File: config.mk
export PLATFORM = sky130hd
export DESIGN_NAME = cce_msg
export DESIGN_NICKNAME = d
export VERILOG_FILES = /design/src/source/cce_msg_pkg.sv /design/src/source/cce_msg.sv /design/src/source/lce_cmd_merge.sv /design/src/source/inv_engine.sv /design/src/source/mem_resp_forward.sv
export SDC_FILE = /design/constraint.sdc
export NUM_CORES = 1
export LEC_CHECK = 0
export BUFFER_PORTS_ARGS = -buffer_cell sky130_fd_sc_hd__buf_2
export CAP_MARGIN = 20
export CORE_AREA = 10 10 531 533
export CTS_CLUSTER_DIAMETER = 200
export CTS_CLUSTER_SIZE = 28
export DETAILED_ROUTE_END_ITERATION = 6
export DIE_AREA = 0 0 541 543
export SLEW_MARGIN = 10
export SYNTH_ARGS = -nofsm -noshare
export SYNTH_HDL_FRONTEND = slang
export SYNTH_SLANG_ARGS = --single-unit
File: constraint.sdc
create_clock -name clk_i -period 6.9 [get_ports clk_i]
set_input_delay 1.38 -clock clk_i [delete_from_list [all_inputs] [get_ports clk_i]]
set_output_delay 1.38 -clock clk_i [all_outputs]
set_load 0.01 [all_outputs]
File: src/source/cce_msg_pkg.sv
// cce message unit
// shared widths, opcodes and message structs

package cce_msg_pkg;

  localparam int paddr_width  = 40;
  localparam int block_width  = 512;
  // lce ids are 4 bits wide so at most 16 lces
  localparam int lce_id_width = 4;
  localparam int way_width    = 3;
  localparam int size_width   = 3;

  typedef enum logic [2:0] {
    e_coh_i = 3'd0,
    e_coh_s = 3'd1,
    e_coh_e = 3'd2,
    e_coh_m = 3'd3,
    e_coh_o = 3'd4,
    e_coh_f = 3'd5
  } coh_state_e;

  // only inv, data, uc_data and uc_st_done are issued by this unit
  typedef enum logic [3:0] {
    e_lce_cmd_sync       = 4'd0,
    e_lce_cmd_set_clear  = 4'd1,
    e_lce_cmd_transfer   = 4'd2,
    e_lce_cmd_writeback  = 4'd3,
    e_lce_cmd_set_tag    = 4'd4,
    e_lce_cmd_inv        = 4'd6,
    e_lce_cmd_data       = 4'd7,
    e_lce_cmd_uc_data    = 4'd8,
    e_lce_cmd_uc_st_done = 4'd9
  } lce_cmd_type_e;

  typedef enum logic [3:0] {
    e_mem_rd    = 4'd0,
    e_mem_wr    = 4'd1,
    e_mem_uc_rd = 4'd2,
    e_mem_uc_wr = 4'd3
  } mem_msg_type_e;

  typedef enum logic [1:0] {
    e_lce_resp_coh_ack = 2'd0,
    e_lce_resp_inv_ack = 2'd1
  } lce_resp_type_e;

  // lce id and way of a memory response name the requester's target line
  typedef struct packed {
    mem_msg_type_e           msg_type;
    logic [paddr_width-1:0]  addr;
    logic [size_width-1:0]   size;
    logic [lce_id_width-1:0] lce_id;
    logic [way_width-1:0]    way_id;
    coh_state_e              state;
    logic [block_width-1:0]  data;
  } mem_resp_s;

  typedef struct packed {
    lce_resp_type_e          msg_type;
    logic [lce_id_width-1:0] src_id;
    logic [paddr_width-1:0]  addr;
  } lce_resp_s;

  typedef struct packed {
    lce_cmd_type_e           msg_type;
    logic [lce_id_width-1:0] src_id;
    logic [lce_id_width-1:0] dst_id;
    logic [paddr_width-1:0]  addr;
    logic [size_width-1:0]   size;
    logic [way_width-1:0]    way_id;
    coh_state_e              state;
    logic [block_width-1:0]  data;
  } lce_cmd_s;

  typedef struct packed {
    logic [paddr_width-1:0] addr;
    logic                   pending;
  } pending_w_s;

  typedef struct packed {
    logic [paddr_width-1:0]  addr;
    logic [lce_id_width-1:0] lce_id;
    logic [way_width-1:0]    way_id;
    coh_state_e              state;
  } dir_w_s;

  typedef struct packed {
    logic [paddr_width-1:0]  addr;
    logic [lce_id_width-1:0] req_lce;
    logic [lce_id_width-1:0] owner_lce;
    logic                    owner_v;
  } inv_req_s;

endpackage
File: src/source/cce_msg.sv
// cce message unit top level

`timescale 1ns/1ns

module cce_msg
  import cce_msg_pkg::*;
  #(parameter int num_lce_p = 8,
    parameter int cce_id_p  = 0)
  (input  logic                                clk_i,
   input  logic                                reset_i,
   // memory responses
   input  mem_resp_s                           mem_resp_i,
   input  logic                                mem_resp_v_i,
   output logic                                mem_resp_yumi_o,
   // lce responses
   input  lce_resp_s                           lce_resp_i,
   input  logic                                lce_resp_v_i,
   output logic                                lce_resp_yumi_o,
   // lce commands with valid only raised alongside ready
   output lce_cmd_s                            lce_cmd_o,
   output logic                                lce_cmd_v_o,
   input  logic                                lce_cmd_ready_i,
   // pending bit and directory writes
   output pending_w_s                          pending_w_o,
   output logic                                pending_w_v_o,
   output dir_w_s                              dir_w_o,
   output logic                                dir_w_v_o,
   // invalidation start pulse
   input  logic                                inv_start_i,
   input  inv_req_s                            inv_req_i,
   input  logic [num_lce_p-1:0]                sharers_hits_i,
   input  logic [num_lce_p-1:0][way_width-1:0] sharers_ways_i,
   output logic                                busy_o);

  lce_cmd_s fwd_cmd;
  logic     fwd_cmd_v;
  logic     fwd_cmd_ready;
  lce_cmd_s inv_cmd;
  logic     inv_cmd_v;
  logic     inv_cmd_ready;
  logic     coh_ack_yumi;
  logic     inv_ack_yumi;

  // auto-forward of memory responses and coherence acks
  mem_resp_forward #(
    .cce_id_p(cce_id_p)
  ) u_fwd (
    .mem_resp_i     (mem_resp_i),
    .mem_resp_v_i   (mem_resp_v_i),
    .lce_resp_i     (lce_resp_i),
    .lce_resp_v_i   (lce_resp_v_i),
    .cmd_ready_i    (fwd_cmd_ready),
    .mem_resp_yumi_o(mem_resp_yumi_o),
    .coh_ack_yumi_o (coh_ack_yumi),
    .cmd_o          (fwd_cmd),
    .cmd_v_o        (fwd_cmd_v),
    .pending_w_o    (pending_w_o),
    .pending_w_v_o  (pending_w_v_o)
  );

  // invalidation routine
  inv_engine #(
    .num_lce_p(num_lce_p),
    .cce_id_p (cce_id_p)
  ) u_inv (
    .clk_i         (clk_i),
    .reset_i       (reset_i),
    .inv_start_i   (inv_start_i),
    .inv_req_i     (inv_req_i),
    .sharers_hits_i(sharers_hits_i),
    .sharers_ways_i(sharers_ways_i),
    .cmd_ready_i   (inv_cmd_ready),
    .lce_resp_i    (lce_resp_i),
    .lce_resp_v_i  (lce_resp_v_i),
    .cmd_o         (inv_cmd),
    .cmd_v_o       (inv_cmd_v),
    .dir_w_o       (dir_w_o),
    .dir_w_v_o     (dir_w_v_o),
    .inv_ack_yumi_o(inv_ack_yumi),
    .busy_o        (busy_o)
  );

  lce_cmd_merge u_merge (
    .fwd_cmd_i      (fwd_cmd),
    .fwd_cmd_v_i    (fwd_cmd_v),
    .inv_cmd_i      (inv_cmd),
    .inv_cmd_v_i    (inv_cmd_v),
    .lce_cmd_ready_i(lce_cmd_ready_i),
    .coh_ack_yumi_i (coh_ack_yumi),
    .inv_ack_yumi_i (inv_ack_yumi),
    .fwd_cmd_ready_o(fwd_cmd_ready),
    .inv_cmd_ready_o(inv_cmd_ready),
    .lce_cmd_o      (lce_cmd_o),
    .lce_cmd_v_o    (lce_cmd_v_o),
    .lce_resp_yumi_o(lce_resp_yumi_o)
  );

endmodule

File: src/source/lce_cmd_merge.sv
// lce command port merge

`timescale 1ns/1ns

module lce_cmd_merge
  import cce_msg_pkg::*;
  (input  lce_cmd_s fwd_cmd_i,
   input  logic     fwd_cmd_v_i,
   input  lce_cmd_s inv_cmd_i,
   input  logic     inv_cmd_v_i,
   input  logic     lce_cmd_ready_i,
   input  logic     coh_ack_yumi_i,
   input  logic     inv_ack_yumi_i,
   output logic     fwd_cmd_ready_o,
   output logic     inv_cmd_ready_o,
   output lce_cmd_s lce_cmd_o,
   output logic     lce_cmd_v_o,
   output logic     lce_resp_yumi_o);

  logic grant_fwd;
  logic grant_inv;

  // forwarding always wins and invalidates take the leftover cycles
  assign grant_fwd = fwd_cmd_v_i;
  assign grant_inv = ~fwd_cmd_v_i & inv_cmd_v_i;

  // each side only sees ready while it holds the grant
  assign fwd_cmd_ready_o = lce_cmd_ready_i & grant_fwd;
  assign inv_cmd_ready_o = lce_cmd_ready_i & grant_inv;

  always_comb begin
    if (grant_fwd) begin
      lce_cmd_o = fwd_cmd_i;
    end else begin
      lce_cmd_o = inv_cmd_i;
    end
  end

  // ready->valid on the port
  assign lce_cmd_v_o = lce_cmd_ready_i & (grant_fwd | grant_inv);

  // the two sides pop disjoint response types
  // so at most one of these is high in a cycle
  assign lce_resp_yumi_o = coh_ack_yumi_i | inv_ack_yumi_i;

endmodule

File: src/source/inv_engine.sv
// invalidation engine

`timescale 1ns/1ns

module inv_engine
  import cce_msg_pkg::*;
  #(parameter int num_lce_p = 8,
    parameter int cce_id_p  = 0)
  (input  logic                                clk_i,
   input  logic                                reset_i,
   input  logic                                inv_start_i,
   input  inv_req_s                            inv_req_i,
   input  logic [num_lce_p-1:0]                sharers_hits_i,
   input  logic [num_lce_p-1:0][way_width-1:0] sharers_ways_i,
   input  logic                                cmd_ready_i,
   input  lce_resp_s                           lce_resp_i,
   input  logic                                lce_resp_v_i,
   output lce_cmd_s                            cmd_o,
   output logic                                cmd_v_o,
   output dir_w_s                              dir_w_o,
   output logic                                dir_w_v_o,
   output logic                                inv_ack_yumi_o,
   output logic                                busy_o);

  localparam int lg_num_lce_lp = (num_lce_p > 1) ? $clog2(num_lce_p) : 1;
  localparam int cnt_width_lp  = $clog2(num_lce_p + 1);

  typedef enum logic [1:0] {
    e_inv_idle,
    e_inv_send,
    e_inv_wait
  } inv_state_e;

  inv_state_e                          state_r, state_n;
  logic [num_lce_p-1:0]                sharers_r, sharers_n;
  logic [num_lce_p-1:0][way_width-1:0] ways_r;
  logic [paddr_width-1:0]              addr_r;
  logic [cnt_width_lp-1:0]             cnt_r, cnt_n;

  logic [num_lce_p-1:0]     req_oh;
  logic [num_lce_p-1:0]     owner_oh;
  logic [num_lce_p-1:0]     start_mask;
  logic [num_lce_p-1:0]     pe_oh;
  logic [lg_num_lce_lp-1:0] pe_id;
  logic                     pe_v;
  logic                     sent;
  logic                     ack;

  // requester never gets an inv and the owner is only skipped when flagged
  assign req_oh     = num_lce_p'(1) << inv_req_i.req_lce;
  assign owner_oh   = inv_req_i.owner_v ? (num_lce_p'(1) << inv_req_i.owner_lce) : '0;
  assign start_mask = sharers_hits_i & ~req_oh & ~owner_oh;

  // lowest remaining sharer wins
  always_comb begin
    pe_id = '0;
    pe_v  = 1'b0;
    for (int i = num_lce_p - 1; i >= 0; i--) begin
      if (sharers_r[i]) begin
        pe_id = lg_num_lce_lp'(i);
        pe_v  = 1'b1;
      end
    end
  end
  assign pe_oh = num_lce_p'(1) << pe_id;

  assign busy_o  = (state_r != e_inv_idle);
  assign cmd_v_o = (state_r == e_inv_send) && pe_v;
  assign sent    = cmd_v_o && cmd_ready_i;
  // inv acks drain whenever the routine is running
  assign ack            = busy_o && lce_resp_v_i && (lce_resp_i.msg_type == e_lce_resp_inv_ack);
  assign inv_ack_yumi_o = ack;

  // outstanding acks go up on each send and down on each ack
  assign cnt_n = cnt_r + cnt_width_lp'(sent) - cnt_width_lp'(ack);

  always_comb begin
    cmd_o          = '0;
    cmd_o.msg_type = e_lce_cmd_inv;
    cmd_o.src_id   = lce_id_width'(cce_id_p);
    cmd_o.dst_id   = lce_id_width'(pe_id);
    cmd_o.addr     = addr_r;
    cmd_o.way_id   = ways_r[pe_id];

    // directory entry goes to invalid with each accepted inv
    dir_w_v_o      = sent;
    dir_w_o.addr   = addr_r;
    dir_w_o.lce_id = lce_id_width'(pe_id);
    dir_w_o.way_id = ways_r[pe_id];
    dir_w_o.state  = e_coh_i;
  end

  always_comb begin
    state_n   = state_r;
    sharers_n = sharers_r;
    unique case (state_r)
      e_inv_idle: begin
        if (inv_start_i) begin
          sharers_n = start_mask;
          state_n   = (start_mask == '0) ? e_inv_wait : e_inv_send;
        end
      end
      e_inv_send: begin
        if (sent) begin
          sharers_n = sharers_r & ~pe_oh;
          if (sharers_n == '0) begin
            state_n = e_inv_wait;
          end
        end
      end
      e_inv_wait: begin
        if (cnt_n == '0) begin
          state_n = e_inv_idle;
        end
      end
      default: state_n = e_inv_idle;
    endcase
  end

  always_ff @(posedge clk_i) begin
    if (reset_i) begin
      state_r   <= e_inv_idle;
      sharers_r <= '0;
      cnt_r     <= '0;
    end else begin
      state_r   <= state_n;
      sharers_r <= sharers_n;
      cnt_r     <= cnt_n;
    end
  end

  // captured line and ways for the whole routine
  always_ff @(posedge clk_i) begin
    if ((state_r == e_inv_idle) && inv_start_i) begin
      ways_r <= sharers_ways_i;
      addr_r <= inv_req_i.addr;
    end
  end

endmodule

File: src/source/mem_resp_forward.sv
// memory response forwarder

`timescale 1ns/1ns

module mem_resp_forward
  import cce_msg_pkg::*;
  #(parameter int cce_id_p = 0)
  (input  mem_resp_s  mem_resp_i,
   input  logic       mem_resp_v_i,
   input  lce_resp_s  lce_resp_i,
   input  logic       lce_resp_v_i,
   // ready is already gated by the command port grant
   input  logic       cmd_ready_i,
   output logic       mem_resp_yumi_o,
   output logic       coh_ack_yumi_o,
   output lce_cmd_s   cmd_o,
   output logic       cmd_v_o,
   output pending_w_s pending_w_o,
   output logic       pending_w_v_o);

  // set when the memory response owns the pending write port this cycle
  logic mem_pend_w;

  always_comb begin
    cmd_o           = '0;
    cmd_v_o         = 1'b0;
    mem_resp_yumi_o = 1'b0;
    coh_ack_yumi_o  = 1'b0;
    pending_w_o     = '0;
    pending_w_v_o   = 1'b0;
    mem_pend_w      = 1'b0;

    // fields common to every forwarded command
    cmd_o.src_id = lce_id_width'(cce_id_p);
    cmd_o.dst_id = mem_resp_i.lce_id;
    cmd_o.addr   = mem_resp_i.addr;

    if (mem_resp_v_i) begin
      unique case (mem_resp_i.msg_type)
        e_mem_uc_rd: begin
          // uncached load data goes straight back without a pending bit
          cmd_o.msg_type  = e_lce_cmd_uc_data;
          cmd_o.size      = mem_resp_i.size;
          cmd_o.data      = mem_resp_i.data;
          cmd_v_o         = 1'b1;
          mem_resp_yumi_o = cmd_ready_i;
        end
        e_mem_uc_wr: begin
          // store done carries no data and size stays zero
          cmd_o.msg_type  = e_lce_cmd_uc_st_done;
          cmd_v_o         = 1'b1;
          mem_resp_yumi_o = cmd_ready_i;
        end
        e_mem_rd: begin
          cmd_o.msg_type  = e_lce_cmd_data;
          cmd_o.size      = mem_resp_i.size;
          cmd_o.way_id    = mem_resp_i.way_id;
          cmd_o.state     = mem_resp_i.state;
          cmd_o.data      = mem_resp_i.data;
          cmd_v_o         = 1'b1;
          mem_resp_yumi_o = cmd_ready_i;
          // pending clear only once the data command is accepted
          mem_pend_w      = cmd_ready_i;
        end
        e_mem_wr: begin
          // writeback ack needs no lce command
          mem_resp_yumi_o = 1'b1;
          mem_pend_w      = 1'b1;
        end
        default: begin
        end
      endcase
    end

    if (mem_pend_w) begin
      pending_w_v_o    = 1'b1;
      pending_w_o.addr = mem_resp_i.addr;
    end else if (lce_resp_v_i && (lce_resp_i.msg_type == e_lce_resp_coh_ack)) begin
      // coh ack only gets the port when memory left it free
      coh_ack_yumi_o   = 1'b1;
      pending_w_v_o    = 1'b1;
      pending_w_o.addr = lce_resp_i.addr;
    end
  end

endmodule

==> impl_metrics.yaml, run 1 <==
run_status:
  status: "completed"
job:
  drv_cap: 0
timing:
  min_period_ns: 5.21
  finalWorstSetupSlack_ns: 1.69
  tightest_slew_ns: 1.03
  max_freq_mhz: 192
  relSlewSlack: 0.312
  finalClockSkew_ns: 0.0125
  finalHoldViolCount: 0
  finalCritPeriodShare: 0.756
  slew_viol_final: 0
  rsz0062_at_grt: "false"
  fin_setup_tns_ns: 0
  setup_violations: 0
  timing.hold.ws_ns: 0.548
place:
  gp_congestion: 0.894
  port-buffer-count: 1358
  place_area_mm2: 0.0192
  dpl_worst_slack_ns: 1.62
  hpwl_um: 235000
  dpl.cell_count: 5992
clock_network:
  clk_pin_slew_worst_paths_ns: 0.06
  clock_path_buffers: 2
  insertion_delay_ns: 0.39
  cts-resized-gates: 0
  cts_tree: "yes"
  htreeDepth: 3
  ctsHoldBuffers: 0
  cts_root_buf: "clkbuf_16"
  clock_sinks: 78
  cts_buffers: 9
  post_cts_buffers: 0
pwr:
  power_mw: 2.14
  p_leak_nw: 11.3
  ir_drop_mv: 0.158
  p_per_area_mw_per_mm2: 108
setup_path:
  worstSetupStartpointType: "input pin"
  reg2reg_depth: 13
  path_max_fanout: 46
  crit_path_start: "mem_resp_i[565]"
  arrival_ns: 3.83
  r2r_start: "u_inv.sharers_r[1]"
  crit_type: "in2out"
  end_kind: "primary output"
  worstPathRequired_ns: 5.52
  reg2reg_slack_ns: 3.52
  r2r_end: "u_inv.state_r[1]"
  cp-endpoint: "pending_w_o[28]"
synthesis:
  synth_common_cells: "and3_1 (517), nand2_1 (212), clkbuf_1 (139), edfxtp_1 (64), o21ai_1 (50)"
  yosysMostFrequentCell: "and3_1"
  syn-instance-count: 1195
  yosysWarningCount: 0
  ys_types: 64
  synth_area_leaders: "and3_1 (39%), edfxtp_1 (23%), nand2_1 (9.6%)"
  synth-edff-count: 64
  synth-seq-cells: 78
  async_flop_share: 0
  synth_area_mm2: 0.00833
  avgSynthCellArea_um2: 6.97
  synth_top_area_frac: 0.388
  synthFlopType: "edfxtp_1"
  yosys.area.top_type: "and3_1"
  seq_area_frac_synth: 0.264
detailed_routing:
  routed_wirelength_um: 248000
  vias_per_cell: 2.78
  ant_nets: 0
  vias: 17000
  drtIter0Drc: 1282
  drt_first_pass_iters: 6
  drc: 0
  wl_per_cell_um: 40.4
floorplanning:
  boundaryPins: 1372
  dieWidth_um: 541
  dieArea_mm2: 0.294
  dieHeight_um: 543
  core_area_mm2: 0.271
  initial_core_util: 0.0308
  fp-row-count: 191
global_routing:
  grtUsageTotal: 0.159
  antenna_found_initial: 475
  grt_start_max_net_pins: 227
  grt_pass1_wl_um: 279000
  grt_pass1_vias: 14700
  gr-total-overflow: 0
final_layout:
  syn_to_final_growth_pct: 138
  finalNonFillerCells: 6138
  nets: 3140
  post-route-util: 0.0733
  num-fill-cells: 32200
  layout-drive-gt1-share: 0.578
  final_cell_area_mm2: 0.0198
  multi_input_area_mm2: 0.00549
  regArea_mm2: 0.00220
hold_path:
  min_path_type: "reg2reg"
-- area by class of cell --
| cell class | count | area share |
|---|---|---|
| clock buffer | 12 | 0.0135 |
| timing repair buffer | 1374 | 0.351 |
| inverter | 24 | 0.00492 |
| tap | 3570 | 0.225 |
| antenna | 130 | 0.0164 |
| multi-input combinational | 946 | 0.277 |
| sequential | 78 | 0.111 |
| clock inverter | 4 | 0.00151 |
-- flip-flops by register name, indices dropped and copies added (netlist names) --
signal,cells
u_inv.addr_r,40
u_inv.cnt_r,4
u_inv.sharers_r,8
u_inv.state_r,2
u_inv.ways_r,24
-- worst min path at each step --
stage | from | end | depth (start not counted)
6_report | u_inv.sharers_r[7] | u_inv.sharers_r[7] | 2
3_3_place_gp | u_inv.sharers_r[7] | u_inv.sharers_r[7] | 2
4_1_cts | u_inv.sharers_r[7] | u_inv.sharers_r[7] | 2
2_1_floorplan | u_inv.sharers_r[7] | u_inv.sharers_r[7] | 2
3_5_place_dp | u_inv.sharers_r[7] | u_inv.sharers_r[7] | 2
5_1_grt | u_inv.sharers_r[7] | u_inv.sharers_r[7] | 2
-- report_power, final --
group	internal, mW	switching [mW]
combinational	0.344	0.655
clock	0.277	0.237
sequential	0.571	0.0558
total	1.19	0.948
-- logic make-up after synthesis --
logic type      Yosys count  synth area share
mux                       7           0.00856
simple gates            807             0.541
buf+inv                 179            0.0859
fa+ha+maj                 5           0.00841
flops                    78             0.264
xor+xnor                  3           0.00315
other cells               1          0.000450
compound gates          115            0.0879
-- placed cells by master (no fill, tap or decap), types with 4 or more instances in the layout --
cell	synthesis	final
buf_2	5	1358
and3_1	517	517
nand2_1	212	212
diode_2	0	130
edfxtp_1	64	64
o21ai_1	50	49
a21oi_1	22	22
inv_1	22	21
nor2_1	24	21
dfxtp_1	14	14
buf_4	10	13
clkbuf_16	0	10
o221ai_1	9	9
conb_1	1	9
and2_1	8	8
nand2b_1	7	7
o21ai_0	7	7
mux2i_1	6	6
nor2b_1	6	5
nor3_1	4	4
or3_1	4	4
ha_1	4	4
-- per-layer routing --
layer  GRT usage  part of all wire  up-vias
met5           0            0.0057        -
li1            -                 -     6889
met4      0.0262             0.029      214
met3       0.132              0.18      707
met2       0.262              0.45     1711
met1       0.157              0.33     7526
-- critical path: stages --
cell     delay [ns]
buf_2          0.19
nor2b_1        0.32
o21ai_1        0.20
nor2_4         0.63
buf_12         0.29
nand2_1        0.07
o21ai_1        0.30
buf_2          0.34
Power figures use the tool's default switching activity.
==> run 2: changes to the inputs <==
--- a/config.mk
+++ b/config.mk
@@ -7,11 +7,11 @@
 export LEC_CHECK = 0
 export BUFFER_PORTS_ARGS = -buffer_cell sky130_fd_sc_hd__buf_2
 export CAP_MARGIN = 20
-export CORE_AREA = 10 10 531 533
+export CORE_AREA = 10 10 530 532
 export CTS_CLUSTER_DIAMETER = 200
 export CTS_CLUSTER_SIZE = 28
 export DETAILED_ROUTE_END_ITERATION = 6
-export DIE_AREA = 0 0 541 543
+export DIE_AREA = 0 0 540 542
 export SLEW_MARGIN = 10
 export SYNTH_ARGS = -nofsm -noshare
 export SYNTH_HDL_FRONTEND = slang
==> constraint.sdc (replaced) <==
create_clock -name clk_i -period 4.55 [get_ports clk_i]
set_input_delay 0.91 -clock clk_i [delete_from_list [all_inputs] [get_ports clk_i]]
set_output_delay 0.91 -clock clk_i [all_outputs]
set_load 0.01 [all_outputs]
==> run 2 against run 1 <==
Non-clock buffer count increased by 6. Clock power grew 64%. Die area decreased by 0.37%. Worst setup slack worse by 1.2 ns. Highest routed layer unchanged.
==> impl_metrics.yaml, run 2 (synthesis gave the netlist of run 1 again) <==
run_status:
  status: "completed"
final_layout:
  final_cell_area_mm2: 0.0200
  num-fill-cells: 32100
  top_register: "u_inv.addr_r"
  final_common_cell: "buf_2"
  largest_register_ffs: 40
  multi_input_area_mm2: 0.00549
  final_cell_mix: "buf_2 (1358), and3_1 (517), nand2_1 (212), edfxtp_1 (64), o21ai_1 (49)"
  reg_top3: "u_inv.addr_r: 40 flops, u_inv.ways_r: 24 flops, u_inv.sharers_r: 8 flops"
  finalNonFillerCells: 6145
  syn_to_final_growth_pct: 140
  regArea_mm2: 0.00220
  post-route-util: 0.0742
  layout-drive-gt1-share: 0.579
  nets: 3146
clock_network:
  cts_root_buf: "clkbuf_16"
  cts_tree: "yes"
  ctsHoldBuffers: 0
  clk_pin_slew_worst_paths_ns: 0.06
  cts_buffers: 9
  cts-resized-gates: 0
  post_cts_buffers: 0
  clock_path_buffers: 2
  insertion_delay_ns: 0.39
  htreeDepth: 3
  clock_sinks: 78
setup_path:
  crit_chain: "buf_2 > nor3b_2 > o21ai_1 > nor2_4 > buf_12 > nand2_1 > o21ai_1 > buf_4 > buf_2"
  end_kind: "primary output"
  crit_type: "in2out"
  path_max_fanout: 81
  critPathMaxStageDelay_ns: 0.46
  slowest_stage: "nor3b_2"
  critPathTopFamily: "buffers and inverters"
  worstSetupStartpointType: "input pin"
  reg2reg_depth: 13
  arrival_ns: 3.14
  crit_cells: 9
  cp.buffers_inverters: 4
  worstPathRequired_ns: 3.64
hold_path:
  min_path_type: "reg2reg"
  holdPathStages: 2
global_routing:
  grt_pass1_wl_um: 278000
  antenna_found_initial: 440
  grtUsageTotal: 0.159
  grt_start_max_net_pins: 184
  gr-total-overflow: 0
  grt_pass1_vias: 14800
floorplanning:
  core_area_mm2: 0.270
  dieArea_mm2: 0.293
  dieHeight_um: 542
  fp-row-count: 191
  initial_core_util: 0.0308
  boundaryPins: 1372
  dieWidth_um: 540
timing:
  relSlewSlack: 0.410
  min_period_ns: 4.05
  max_freq_mhz: 247
  setup_violations: 0
  fin_setup_tns_ns: 0
  slew_viol_final: 0
  finalHoldViolCount: 0
  tightest_slew_ns: 0.883
  timing.hold.ws_ns: 0.556
  rsz0062_at_grt: "false"
  finalCritPeriodShare: 0.891
  finalClockSkew_ns: 0.0179
detailed_routing:
  drt_first_pass_iters: 5
  drc: 0
  wl_per_cell_um: 40.0
  routed_wirelength_um: 246000
  ant_nets: 0
  vias_per_cell: 2.72
  drtIter0Drc: 999
  vias: 16700
place:
  hpwl_um: 234000
  place_area_mm2: 0.0194
  gp_congestion: 0.978
  port-buffer-count: 1358
  dpl.cell_count: 5998
pwr:
  ir_drop_mv: 0.174
  p_leak_nw: 11.3
  p_per_area_mw_per_mm2: 167
job:
  drv_cap: 0
-- run 2: stage by stage --
step	worst slack (ns)	power, mW
after floorplan	0.937	1.46
after global placement	0.548	2.56
after detailed placement	0.519	2.57
after CTS	0.502	3.44
after global routing	0.367	3.53
final	0.497	3.34
-- run 2: final timing paths --
path	slack, ns	to	startpoint
hold / removal	0.56	u_inv.sharers_r[7]	u_inv.sharers_r[7]
hold reg to reg	0.56	u_inv.sharers_r[7]	u_inv.sharers_r[7]
setup / recovery	0.50	pending_w_o[36]	mem_resp_i[568]
setup reg to reg	1.26	u_inv.state_r[1]	u_inv.sharers_r[0]
-- run 2: worst min-delay path: cells and delay by family, from the launching register on --
kind / cells / cell delay [ns]
AO/OA/AOI/OAI: 2 / 0.15
flip-flops: 1 / 0.35
-- run 2: cell type report --
class                           instances  share of cell area
Timing Repair Buffer                 1380               0.356
Multi-Input combinational cell        946               0.274
Tap cell                             3570               0.223
Sequential cell                        78               0.110
Antenna cell                          131              0.0164
Clock buffer                            9              0.0112
Clock inverter                          7             0.00487
Inverter                               24             0.00487
-- run 2: per-layer routing --
layer	vias to the layer above	wire length [um]	GRT usage
li1	6891	-	-
met1	7430	79800	0.152
met2	1534	116000	0.274
met3	638	41300	0.120
met4	206	7070	0.0298
met5	-	1370	0
-- run 2: where the power goes --
group	total (mW)	internal [mW]	switching, mW
Combinational	1.55	0.539	1.01
Clock	0.842	0.483	0.360
Sequential	0.951	0.865	0.0858
==> run 3: changes to the inputs <==
--- a/config.mk
+++ b/config.mk
@@ -5,13 +5,14 @@
 export SDC_FILE = /design/constraint.sdc
 export NUM_CORES = 1
 export LEC_CHECK = 0
+export ABC_AREA = 1
 export BUFFER_PORTS_ARGS = -buffer_cell sky130_fd_sc_hd__buf_2
 export CAP_MARGIN = 20
-export CORE_AREA = 10 10 530 532
+export CORE_AREA = 10 10 525 527
 export CTS_CLUSTER_DIAMETER = 200
 export CTS_CLUSTER_SIZE = 28
 export DETAILED_ROUTE_END_ITERATION = 6
-export DIE_AREA = 0 0 540 542
+export DIE_AREA = 0 0 535 537
 export SLEW_MARGIN = 10
 export SYNTH_ARGS = -nofsm -noshare
 export SYNTH_HDL_FRONTEND = slang
==> constraint.sdc (replaced) <==
create_clock -name clk_i -period 4.55 [get_ports clk_i]
set_input_delay 0.91 -clock clk_i [delete_from_list [all_inputs] [get_ports clk_i]]
set_output_delay 0.91 -clock clk_i [all_outputs]
set_load 0.1 [all_outputs]
==> run 3 against run 2 <==
Cell area rose by 35%. Clock-buffer cell count rose by 2. Sequential cell count unchanged. Clock skew decreased by 0.0085 ns. Cell count increased by 8.4%. First-iteration DRC count up 67%. Largest cell class unchanged. Largest power group unchanged. Utilization grew 2.8 points. Highest routed layer unchanged.
==> impl_metrics.yaml, run 3 <==
timing:
  tightest_slew_ns: 1.00
  slew_viol_final: 0
  relSlewSlack: 0.329
  rsz0062_at_grt: "false"
  setup_violations: 0
  max_freq_mhz: 246
  min_period_ns: 4.07
  timing.hold.ws_ns: 0.538
  finalCritPeriodShare: 0.894
  finalHoldViolCount: 0
  finalClockSkew_ns: 0.00938
final_layout:
  top_register: "u_inv.addr_r"
  num-fill-cells: 30800
  nets: 3723
  final_cell_area_mm2: 0.0270
  layout-drive-gt1-share: 0.480
  final_common_cell: "buf_2"
  finalNonFillerCells: 6664
  syn_to_final_growth_pct: 200
  final_cell_mix: "buf_2 (928), nand2_1 (647), nor2_1 (552), buf_12 (428), inv_1 (87)"
  post-route-util: 0.102
  reg_top3: "u_inv.addr_r: 40 flops, u_inv.ways_r: 24 flops, u_inv.sharers_r: 8 flops"
  largest_register_ffs: 40
detailed_routing:
  drtIter0Drc: 1673
  wl_per_cell_um: 36.2
  ant_nets: 0
  vias_per_cell: 2.85
  drt_first_pass_iters: 6
  vias: 19000
  routed_wirelength_um: 241000
  drc: 0
hold_path:
  min_path_type: "reg2reg"
setup_path:
  r2r_end: "u_inv.state_r[0]"
  cp-endpoint: "lce_cmd_o[149]"
  crit_path_start: "mem_resp_i[568]"
  r2r_start: "u_inv.state_r[1]"
  reg2reg_depth: 18
  worstSetupStartpointType: "input pin"
  end_kind: "primary output"
  worstPathRequired_ns: 3.64
  reg2reg_slack_ns: 1.39
  path_max_fanout: 63
  arrival_ns: 3.16
  crit_type: "in2out"
synthesis:
  synth_area_leaders: "nand2_1 (27%), nor2_1 (23%), edfxtp_1 (21%)"
  synth-edff-count: 64
  synth-seq-cells: 78
  async_flop_share: 0
  avgSynthCellArea_um2: 5.16
  synthFlopType: "edfxtp_1"
  yosysMostFrequentCell: "nand2_1"
  synth_area_mm2: 0.00900
  syn-instance-count: 1744
  ys_types: 37
  synth_top_area_frac: 0.271
  seq_area_frac_synth: 0.245
  yosysWarningCount: 0
  synth_common_cells: "nand2_1 (649), nor2_1 (553), o21ai_0 (88), inv_1 (87), buf_2 (70)"
  yosys.area.top_type: "nand2_1"
pwr:
  seq_power_share: 0.154
  p_clk_frac: 0.120
  comb_power_share: 0.726
  p_int_mw: 2.51
  p_sw_mw: 4.66
  p_per_area_mw_per_mm2: 266
  sw_frac_of_total: 0.650
  p_leak_nw: 10.6
  ir_drop_mv: 0.796
clock_network:
  post_cts_buffers: 0
  insertion_delay_ns: 0.38
  cts_tree: "yes"
  cts_root_buf: "clkbuf_16"
  cts_buffers: 9
  clk_pin_slew_worst_paths_ns: 0.07
  ctsHoldBuffers: 0
  htreeDepth: 3
  cts-resized-gates: 0
  clock_path_buffers: 2
  clock_sinks: 78
floorplanning:
  initial_core_util: 0.0340
  fp-row-count: 189
  dieArea_mm2: 0.287
  dieHeight_um: 537
  boundaryPins: 1372
  core_area_mm2: 0.265
  dieWidth_um: 535
global_routing:
  grt_start_max_net_pins: 96
  grt_pass1_vias: 16600
  grt_pass1_wl_um: 277000
  antenna_found_initial: 466
  gr-total-overflow: 0
  grtUsageTotal: 0.159
run_status:
  status: "completed"
place:
  gp_congestion: 0.964
  hpwl_um: 229000
  dpl.cell_count: 6538
  port-buffer-count: 1358
  place_area_mm2: 0.0264
job:
  drv_cap: 0
## run 3: changes by cell type after synthesis, sizes merged, moves of 7 or more
cell,before,now
nand2b,7,0
nand2,212,655
nand3,1,68
o21ai,57,92
and2,8,0
buf,16,88
o221ai,9,0
nor2,24,560
clkbuf,139,62
inv,24,93
and3,517,0
## run 3: kinds of logic (layout without fill, tap and decap cells)
kind of cell | after synthesis | count (layout) | share of synthesized area
simple gates | 1293 | 1293 | 0.557
buf+inv | 244 | 1513 | 0.116
other cells | 1 | 119 | 0.000416
xor+xnor | 2 | 2 | 0.00195
fa+ha+maj | 5 | 5 | 0.00778
compound gates | 121 | 121 | 0.0716
flops | 78 | 78 | 0.245
## run 3: worst min path at each step
stage,endpoint,depth (start not counted),slack (ns),from
CTS,u_inv.sharers_r[3],2,0.54,u_inv.sharers_r[3]
floorplan,u_inv.sharers_r[1],2,0.48,u_inv.sharers_r[1]
finish,u_inv.sharers_r[3],2,0.54,u_inv.sharers_r[3]
global placement,u_inv.sharers_r[1],2,0.51,u_inv.sharers_r[1]
global route,u_inv.sharers_r[3],2,0.56,u_inv.sharers_r[3]
detailed placement,u_inv.sharers_r[3],2,0.53,u_inv.sharers_r[3]
## run 3: cell type report
| type | instances | area [um^2] | share of cell area |
|---|---|---|---|
| timing repair buffer | 1403 | 13600 | 0.503 |
| multi-input combinational | 1430 | 5840 | 0.216 |
| tap | 3533 | 4420 | 0.164 |
| sequential | 78 | 2200 | 0.0816 |
| inverter | 94 | 354 | 0.0131 |
| antenna | 110 | 275 | 0.0102 |
| clock buffer | 11 | 233 | 0.00863 |
| clock inverter | 5 | 82.6 | 0.00306 |
## run 3: metal layers
metal  vias to the layer above  global-route usage  routed length (um)
met1                      8245               0.174               88700
met5                         -                   0                2190
met3                       683               0.148               49300
met4                       328              0.0154                4570
li1                       7994                   -                   -
met2                      1745               0.232               96400
## run 3: stage by stage
| stage | setup TNS, ns | power, mW | setup slack, ns |
|---|---|---|---|
| floorplan | -16.32 | 4.47 | -0.403 |
| global placement | 0 | 6.44 | 0.473 |
| detailed placement | 0 | 6.46 | 0.499 |
| CTS | 0 | 7.36 | 0.483 |
| global route | 0 | 7.55 | 0.383 |
| finish | 0 | 7.16 | 0.483 |
## run 3: critical path, stage by stage
cell and delay, ns:
buf_2 0.11, nor2_1 0.20, nand2_1 0.19, a21oi_4 0.23, buf_12 0.27, buf_12 0.30
buf_12 0.21, nand2_1 0.07, nor2_1 0.31, buf_12 0.23
## run 3: power by group through the flow
stage               Sequential (mW)  Clock [mW]  Combinational (mW)
global route                   1.12       0.912                5.53
global placement               1.11           0                5.33
floorplan                      1.50           0                2.97
detailed placement             1.11           0                5.35
finish                         1.11       0.856                5.20
CTS                            1.09       0.894                5.37
